[src/logic/wb_xbar_consts.svh]
`ifndef WB_XBAR_CONSTS_SVH
`define WB_XBAR_CONSTS_SVH

// Master address splits into region and slave offset
`define WB_ADR_W 28
`define WB_OFFSET_W 24
`define WB_REGION_W 4

`define WB_DAT_W 32
`define WB_SEL_W 4

// Regions 0 up to WB_N_SLAVES-1 are mapped to slaves
`define WB_N_SLAVES 3

// Read data for an unmapped region
`define WB_UNMAPPED_DATA {`WB_DAT_W{1'b1}}

`endif

[src/logic/wb_xbar_pkg.sv]
`default_nettype none

`include "wb_xbar_consts.svh"

package wb_xbar_pkg;

	typedef logic [`WB_DAT_W-1:0] wb_data_t;
	typedef logic [`WB_SEL_W-1:0] wb_sel_t;

	// One address word, read flat or as region above offset
	typedef union packed {
		logic [`WB_ADR_W-1:0] flat;
		struct packed {
			logic [`WB_REGION_W-1:0] region;
			logic [`WB_OFFSET_W-1:0] offset;
		} split;
	} wb_addr_u;

	// Two masters, so one bit
	typedef logic wb_master_idx_t;

endpackage

`default_nettype wire

[src/logic/wb_if.sv]
`default_nettype none

`include "wb_xbar_consts.svh"

interface wb_if;

	// Request
	logic cyc;
	logic stb;
	logic we;
	wb_xbar_pkg::wb_sel_t sel;
	wb_xbar_pkg::wb_data_t dat_w;
	logic [`WB_OFFSET_W-1:0] adr;

	// Response
	logic ack;
	logic stall;
	logic err;
	wb_xbar_pkg::wb_data_t dat_r;

	modport master (
		output cyc, stb, we, sel, dat_w, adr,
		input ack, stall, err, dat_r
	);

	modport slave (
		input cyc, stb, we, sel, dat_w, adr,
		output ack, stall, err, dat_r
	);

endinterface

`default_nettype wire

[src/logic/wb_master_port.sv]
`default_nettype none

`include "wb_xbar_consts.svh"

module wb_master_port (
	input wire wb_clk_i,
	input wire rst_n_i,

	input wire cyc_i,
	input wire stb_i,
	input wire we_i,
	input wire wb_xbar_pkg::wb_sel_t sel_i,
	input wire wb_xbar_pkg::wb_data_t dat_i,
	input wire wb_xbar_pkg::wb_addr_u adr_i,
	output logic ack_o,
	output logic stall_o,
	output logic err_o,
	output wb_xbar_pkg::wb_data_t dat_o,

	wb_if.master s0_o,
	wb_if.master s1_o,
	wb_if.master s2_o
);

	logic [`WB_REGION_W-1:0] region;
	logic mapped;

	assign region = adr_i.split.region;
	assign mapped = region < `WB_REGION_W'(`WB_N_SLAVES);

	// Only the addressed arbiter sees cyc
	assign s0_o.cyc = cyc_i && region == `WB_REGION_W'(0);
	assign s1_o.cyc = cyc_i && region == `WB_REGION_W'(1);
	assign s2_o.cyc = cyc_i && region == `WB_REGION_W'(2);

	assign s0_o.stb = stb_i;
	assign s0_o.we = we_i;
	assign s0_o.sel = sel_i;
	assign s0_o.dat_w = dat_i;
	assign s0_o.adr = adr_i.split.offset;

	assign s1_o.stb = stb_i;
	assign s1_o.we = we_i;
	assign s1_o.sel = sel_i;
	assign s1_o.dat_w = dat_i;
	assign s1_o.adr = adr_i.split.offset;

	assign s2_o.stb = stb_i;
	assign s2_o.we = we_i;
	assign s2_o.sel = sel_i;
	assign s2_o.dat_w = dat_i;
	assign s2_o.adr = adr_i.split.offset;

	// Unmapped region answers itself in the same cycle
	always_comb begin
		ack_o = cyc_i;
		stall_o = 1'b0;
		err_o = 1'b0;
		dat_o = `WB_UNMAPPED_DATA;
		if (mapped) begin
			case (region)
				`WB_REGION_W'(0): begin
					ack_o = s0_o.ack;
					stall_o = s0_o.stall;
					err_o = s0_o.err;
					dat_o = s0_o.dat_r;
				end
				`WB_REGION_W'(1): begin
					ack_o = s1_o.ack;
					stall_o = s1_o.stall;
					err_o = s1_o.err;
					dat_o = s1_o.dat_r;
				end
				default: begin
					ack_o = s2_o.ack;
					stall_o = s2_o.stall;
					err_o = s2_o.err;
					dat_o = s2_o.dat_r;
				end
			endcase
		end
	end

	// Slave side never acks a master that has dropped its cycle
	ack_needs_cyc: assert property (@(posedge wb_clk_i) disable iff (!rst_n_i)
		ack_o |-> cyc_i);

endmodule

`default_nettype wire

[src/logic/wb_slave_arbiter.sv]
`default_nettype none

`include "wb_xbar_consts.svh"

module wb_slave_arbiter (
	input wire wb_clk_i,
	input wire rst_n_i,

	wb_if.slave m0_i,
	wb_if.slave m1_i,

	output logic cyc_o,
	output logic stb_o,
	output logic we_o,
	output wb_xbar_pkg::wb_sel_t sel_o,
	output wb_xbar_pkg::wb_data_t dat_o,
	output logic [`WB_OFFSET_W-1:0] adr_o,
	input wire ack_i,
	input wire stall_i,
	input wire err_i,
	input wire wb_xbar_pkg::wb_data_t dat_i
);

	logic grant_vld;
	wb_xbar_pkg::wb_master_idx_t grant;
	logic owner_cyc;
	logic own0;
	logic own1;

	assign own0 = grant_vld && grant == 1'b0;
	assign own1 = grant_vld && grant == 1'b1;
	assign owner_cyc = grant ? m1_i.cyc : m0_i.cyc;

	// Grant held while the owner keeps cyc up
	always_ff @(posedge wb_clk_i or negedge rst_n_i) begin
		if (!rst_n_i) begin
			grant_vld <= 1'b0;
			grant <= 1'b0;
		end else if (!grant_vld || !owner_cyc) begin
			// Lowest requesting master wins
			if (m0_i.cyc) begin
				grant_vld <= 1'b1;
				grant <= 1'b0;
			end else if (m1_i.cyc) begin
				grant_vld <= 1'b1;
				grant <= 1'b1;
			end else begin
				grant_vld <= 1'b0;
			end
		end
	end

	assign cyc_o = grant_vld && owner_cyc;
	assign stb_o = cyc_o && (grant ? m1_i.stb : m0_i.stb);
	assign we_o = grant ? m1_i.we : m0_i.we;
	assign sel_o = grant ? m1_i.sel : m0_i.sel;
	assign dat_o = grant ? m1_i.dat_w : m0_i.dat_w;
	assign adr_o = grant ? m1_i.adr : m0_i.adr;

	// Waiting masters see stall until granted
	assign m0_i.ack = own0 && ack_i;
	assign m0_i.err = own0 && err_i;
	assign m0_i.stall = own0 ? stall_i : 1'b1;
	assign m0_i.dat_r = dat_i;

	assign m1_i.ack = own1 && ack_i;
	assign m1_i.err = own1 && err_i;
	assign m1_i.stall = own1 ? stall_i : 1'b1;
	assign m1_i.dat_r = dat_i;

	// Slave cycle only for a master that requested on the edge before
	cyc_needs_grant: assert property (@(posedge wb_clk_i) disable iff (!rst_n_i)
		cyc_o |-> (grant ? $past(m1_i.cyc) : $past(m0_i.cyc)));

	// Slave ack only reaches the master whose cycle is at the slave
	no_stray_ack: assert property (@(posedge wb_clk_i) disable iff (!rst_n_i)
		(!m0_i.ack || (cyc_o && !grant)) && (!m1_i.ack || (cyc_o && grant)));

endmodule

`default_nettype wire

[src/logic/wb_interconnect_top.sv]
`default_nettype none

`include "wb_xbar_consts.svh"

module wb_interconnect_top (
	input wire wb_clk_i,
	input wire rst_n_i,

	// Master 0
	input wire m0_cyc_i, m0_stb_i, m0_we_i,
	input wire [`WB_SEL_W-1:0] m0_sel_i,
	input wire [`WB_DAT_W-1:0] m0_dat_i,
	input wire [`WB_ADR_W-1:0] m0_adr_i,
	output wire m0_ack_o, m0_stall_o, m0_err_o,
	output wire [`WB_DAT_W-1:0] m0_dat_o,

	// Master 1
	input wire m1_cyc_i, m1_stb_i, m1_we_i,
	input wire [`WB_SEL_W-1:0] m1_sel_i,
	input wire [`WB_DAT_W-1:0] m1_dat_i,
	input wire [`WB_ADR_W-1:0] m1_adr_i,
	output wire m1_ack_o, m1_stall_o, m1_err_o,
	output wire [`WB_DAT_W-1:0] m1_dat_o,

	// Slave 0
	output wire s0_cyc_o, s0_stb_o, s0_we_o,
	output wire [`WB_SEL_W-1:0] s0_sel_o,
	output wire [`WB_DAT_W-1:0] s0_dat_o,
	output wire [`WB_OFFSET_W-1:0] s0_adr_o,
	input wire s0_ack_i, s0_stall_i, s0_err_i,
	input wire [`WB_DAT_W-1:0] s0_dat_i,

	// Slave 1
	output wire s1_cyc_o, s1_stb_o, s1_we_o,
	output wire [`WB_SEL_W-1:0] s1_sel_o,
	output wire [`WB_DAT_W-1:0] s1_dat_o,
	output wire [`WB_OFFSET_W-1:0] s1_adr_o,
	input wire s1_ack_i, s1_stall_i, s1_err_i,
	input wire [`WB_DAT_W-1:0] s1_dat_i,

	// Slave 2
	output wire s2_cyc_o, s2_stb_o, s2_we_o,
	output wire [`WB_SEL_W-1:0] s2_sel_o,
	output wire [`WB_DAT_W-1:0] s2_dat_o,
	output wire [`WB_OFFSET_W-1:0] s2_adr_o,
	input wire s2_ack_i, s2_stall_i, s2_err_i,
	input wire [`WB_DAT_W-1:0] s2_dat_i
);

	// One link per master and slave pair
	wb_if bus_m0_s0 ();
	wb_if bus_m0_s1 ();
	wb_if bus_m0_s2 ();
	wb_if bus_m1_s0 ();
	wb_if bus_m1_s1 ();
	wb_if bus_m1_s2 ();

	wb_master_port u_mport0 (
		.wb_clk_i(wb_clk_i), .rst_n_i(rst_n_i),
		.cyc_i(m0_cyc_i), .stb_i(m0_stb_i), .we_i(m0_we_i),
		.sel_i(m0_sel_i), .dat_i(m0_dat_i), .adr_i(m0_adr_i),
		.ack_o(m0_ack_o), .stall_o(m0_stall_o), .err_o(m0_err_o), .dat_o(m0_dat_o),
		.s0_o(bus_m0_s0), .s1_o(bus_m0_s1), .s2_o(bus_m0_s2)
	);

	wb_master_port u_mport1 (
		.wb_clk_i(wb_clk_i), .rst_n_i(rst_n_i),
		.cyc_i(m1_cyc_i), .stb_i(m1_stb_i), .we_i(m1_we_i),
		.sel_i(m1_sel_i), .dat_i(m1_dat_i), .adr_i(m1_adr_i),
		.ack_o(m1_ack_o), .stall_o(m1_stall_o), .err_o(m1_err_o), .dat_o(m1_dat_o),
		.s0_o(bus_m1_s0), .s1_o(bus_m1_s1), .s2_o(bus_m1_s2)
	);

	wb_slave_arbiter u_arb0 (
		.wb_clk_i(wb_clk_i), .rst_n_i(rst_n_i),
		.m0_i(bus_m0_s0), .m1_i(bus_m1_s0),
		.cyc_o(s0_cyc_o), .stb_o(s0_stb_o), .we_o(s0_we_o),
		.sel_o(s0_sel_o), .dat_o(s0_dat_o), .adr_o(s0_adr_o),
		.ack_i(s0_ack_i), .stall_i(s0_stall_i), .err_i(s0_err_i), .dat_i(s0_dat_i)
	);

	wb_slave_arbiter u_arb1 (
		.wb_clk_i(wb_clk_i), .rst_n_i(rst_n_i),
		.m0_i(bus_m0_s1), .m1_i(bus_m1_s1),
		.cyc_o(s1_cyc_o), .stb_o(s1_stb_o), .we_o(s1_we_o),
		.sel_o(s1_sel_o), .dat_o(s1_dat_o), .adr_o(s1_adr_o),
		.ack_i(s1_ack_i), .stall_i(s1_stall_i), .err_i(s1_err_i), .dat_i(s1_dat_i)
	);

	wb_slave_arbiter u_arb2 (
		.wb_clk_i(wb_clk_i), .rst_n_i(rst_n_i),
		.m0_i(bus_m0_s2), .m1_i(bus_m1_s2),
		.cyc_o(s2_cyc_o), .stb_o(s2_stb_o), .we_o(s2_we_o),
		.sel_o(s2_sel_o), .dat_o(s2_dat_o), .adr_o(s2_adr_o),
		.ack_i(s2_ack_i), .stall_i(s2_stall_i), .err_i(s2_err_i), .dat_i(s2_dat_i)
	);

endmodule

`default_nettype wire

[config.mk]
export PLATFORM = sky130hd
export DESIGN_NAME = wb_interconnect_top
export DESIGN_NICKNAME = d
export VERILOG_FILES = /design/src/logic/wb_xbar_pkg.sv /design/src/logic/wb_if.sv /design/src/logic/wb_master_port.sv /design/src/logic/wb_slave_arbiter.sv /design/src/logic/wb_interconnect_top.sv
export VERILOG_INCLUDE_DIRS = /design/src /design/src/logic
export SDC_FILE = /design/constraint.sdc
export NUM_CORES = 1
export LEC_CHECK = 0
export ABC_AREA = 1
export BUFFER_PORTS_ARGS = -buffer_cell sky130_fd_sc_hd__buf_4
export CORE_AREA = 2 2 193 195
export CTS_CLUSTER_DIAMETER = 30
export DETAILED_ROUTE_END_ITERATION = 10
export DIE_AREA = 0 0 195 197
export PLACE_DENSITY = 0.47
export SLEW_MARGIN = 25
export SYNTH_ARGS = -nofsm -noshare
export SYNTH_HDL_FRONTEND = slang
export SYNTH_HIERARCHICAL = 1
export SYNTH_SLANG_ARGS = --single-unit
[constraint.sdc]
create_clock -name wb_clk_i -period 1.3 [get_ports wb_clk_i]
set_input_delay 0.065 -clock wb_clk_i [delete_from_list [all_inputs] [get_ports wb_clk_i]]
set_output_delay 0.065 -clock wb_clk_i [all_outputs]
set_load 0.1 [all_outputs]
==> results by group <==
CTS
  – Clk root buf: clkbuf_16
  – Clock Pin Slew Worst Setup and Hold Paths: 0.04 ns
  – CTS tree: built
  – Worst skew pair latency: 0.23 ns
  – Longest Clk Path Bufs: 2
  – H-tree depth: 1
  – CTS Sinks: 6
  – Num CTS Buffers: 3

Synth
  – Largest cells by area after synthesis: buf_4 50%, nand2_1 25%, nand3_1 13%
  – Synth Cell Area: 8924 um2
  – Flop and latch count out of synthesis: 6
  – Synth cell types: 17
  – Sequential area share after synthesis: 1.683%
  – Post-synth top cells: 598 x buf_4, 597 x nand2_1, 223 x nand3_1
  – Syn nets: 1845
  – Syn. warnings: 6
  – Main synth FF type: dfrtp_1
  – Top-area cell type share of the netlist area: 50.31%
  – Ys async rst share: 100.0%
  – Syn Area/Cell: 5.563 um2
  – Count leader, synth: buf_4
  – Syn Inst Count: 1604
  – Number of synthesized flops with an enable pin: 0
  – Largest area contributor in the netlist: buf_4

STA
  – Relative slew slack: 77.73%
  – Minimum clock period: 1.541 ns
  – Fmax: 649.1 MHz
  – Fin. max-slew vios: 0
  – Final setup violating endpoints: 231
  – Worst Skew: 0.004996 ns
  – Fin Setup TNS: -33.10 ns
  – RSZ-0062 raised after global routing: true
  – Setup WS post-layout: -0.2406 ns
  – Crit share post-route: 118.5%
  – Hold Vio Cnt, Final: 0
  – Worst-Margin Slew: 0.3341 ns

Route
  – TritonRoute pass-1 iters: 7
  – Final ANT Viol Nets: 0
  – Post-route DRC: 0
  – Final WL: 38010 um
  – WL per Instance: 18.57 um
  – Initial DRC Count: 352
  – Vias: 9260
  – Vias/cell: 4.524

GRT
  – Initial antenna violation count: 2
  – GRT Util Overall: 17.25%
  – Global-route wire length before repair: 52510 um
  – Total grt overflow: 0
  – Vias in the first global route: 9143
  – Largest net degree at the start of global routing: 39

Finish
  – Ant. Diodes: 0
  – Share of layout cells above drive strength 1: 60.61%
  – Final #Nets: 1821
  – Layout area overhead: 54.31%

Floorplanning
  – Core Footprint: 36260 um2
  – Die Area: 38420 um2
  – Initial core utilization: 24.61%
  – Die H: 197 um
  – Die width: 195 um
  – Row cnt: 70
  – Boundary pin count: 500

Critical path
  – Crit path capture type: output port
  – Flop-to-flop setup slack: 0.11 ns
  – CP Max Fanout: 15
  – R2r worst-path depth: 7
  – CP arrival: 1.48 ns
  – CP required: 1.24 ns
  – Kind of critical path: flop to output port
  – Critical path startpoint category: flop

Worst hold path
  – Worst hold path type: input pin to async pin

Pwr
  – PwrDens: 1509 nW/um2
  – Max IR drop VDD: 525.2 uV
  – Overall power: 20.78 mW
  – Leak: 6.571 nW

Placement
  – PortBufs: 499
  – Routability cong.: 0.9335
  – DPL Wire Length: 27470 um
  – Place WS: -0.1679 ns

Status
  – Failing checks: setup timing
  – Status: finished, violations left

Job
  – Max_cap viols: 0
-- flip-flops by register name (all words and copies together), names as in the netlist --
register and cells:
u_arb2/grant_vld 1, u_arb0/grant 1, u_arb1/grant_vld 1, u_arb1/grant 1, u_arb0/grant_vld 1, u_arb2/grant 1
-- placed cells by master, fill, tap and decap left out, types with 2 or more instances in the layout --
| master | netlist | final |
|---|---|---|
| nand2_1 | 597 | 382 |
| buf_4 | 598 | 348 |
| buf_12 | 0 | 203 |
| nand2_2 | 2 | 194 |
| nand3_1 | 223 | 148 |
| nand3_2 | 0 | 72 |
| o21ai_1 | 60 | 55 |
| buf_8 | 0 | 27 |
| buf_6 | 8 | 23 |
| nand2_4 | 0 | 22 |
| inv_1 | 21 | 17 |
| clkbuf_16 | 0 | 14 |
| nor2_1 | 22 | 11 |
| nor2_2 | 2 | 9 |
| nor2_4 | 4 | 8 |
| inv_2 | 9 | 6 |
| buf_16 | 0 | 4 |
| dfrtp_2 | 0 | 4 |
| o21ai_2 | 0 | 4 |
| clkinvlp_4 | 0 | 4 |
| nand3_4 | 0 | 3 |
| a22oi_2 | 0 | 3 |
| nand4_1 | 3 | 3 |
| o21ai_4 | 0 | 3 |
| clkinv_4 | 0 | 2 |
| dfrtp_1 | 6 | 2 |
| o21ai_0 | 4 | 2 |
-- path summary, 6_finish.rpt --
| kind | startpoint | to |
|---|---|---|
| hold reg to reg | u_arb1/grant | u_arb1/grant |
| setup reg to reg | u_arb0/grant | u_arb0/grant |
| max in group asynchronous | rst_n_i | u_arb0/grant_vld |
| setup / recovery | u_arb1/grant | s1_dat_o[26] |
| min in group wb_clk_i | m0_adr_i[27] | u_arb0/grant_vld |
| hold / removal | rst_n_i | u_arb2/grant_vld |
-- timing repair --
item	in CTS	in global routing
endpoints found under the setup margin	259	259
setup buffers	1	10
hold buffers	1	0
pin swaps	8	19
gates cloned	2	15
endpoints found under the hold margin	6	0
resized for setup	451	230
-- kinds of logic after synthesis --
logic type	after synthesis	share of synthesized area, %
buffers and inverters	676	54.82
DFF	6	1.683
AOI/OAI and AO/OA	67	3.842
and+or+nand+nor	855	39.65
-- final cells by class --
type | count | area [um2]
multi-input combinational | 922 | 5069
sequential | 6 | 155.1
clock buffer | 4 | 78.83
tap | 468 | 585.6
fill | 3680 | 22490
timing repair buffer | 617 | 7736
inverter | 30 | 145.1
-- layer usage --
layer	vias to the layer above	track usage [%]	wire length [um]
met2	479	33.77	20630
met5	-	0	31
met3	66	3.576	2761
met4	4	5.315	1167
met1	4307	18.38	13420
li1	4404	-	-
-- where the power goes --
part / switching, mW / internal [mW] / leakage [nW]
clock: 0.118 / 0.408 / 0.0382
combinational: 13.4 / 6.65 / 6.46
sequential: 0.0420 / 0.214 / 0.0736
total: 13.5 / 7.27 / 6.57
-- stage by stage --
step | cell area, um2 | utilization [%] | cells | hold slack, ns
after floorplan | 9852 | - | 1604 | -0.2306
after global placement | 10400 | 28.69 | 2014 | -0.1134
after CTS | 12410 | 34.22 | 2022 | 0.2703
final | 13770 | 37.97 | 2047 | 0.2478
after global routing | 13770 | 37.97 | 2047 | 0.2845
after detailed placement | 10400 | 28.69 | 2014 | -0.1116
-- critical path, cell delays in order (launching register included) --
cell and delay, ns:
dfrtp_2 0.44, clkinv_4 0.11, buf_12 0.16, buf_12 0.16, nand2_1 0.08, nand2_2 0.09, buf_12 0.18
Note: power is estimated with default switching activity, not from simulation.
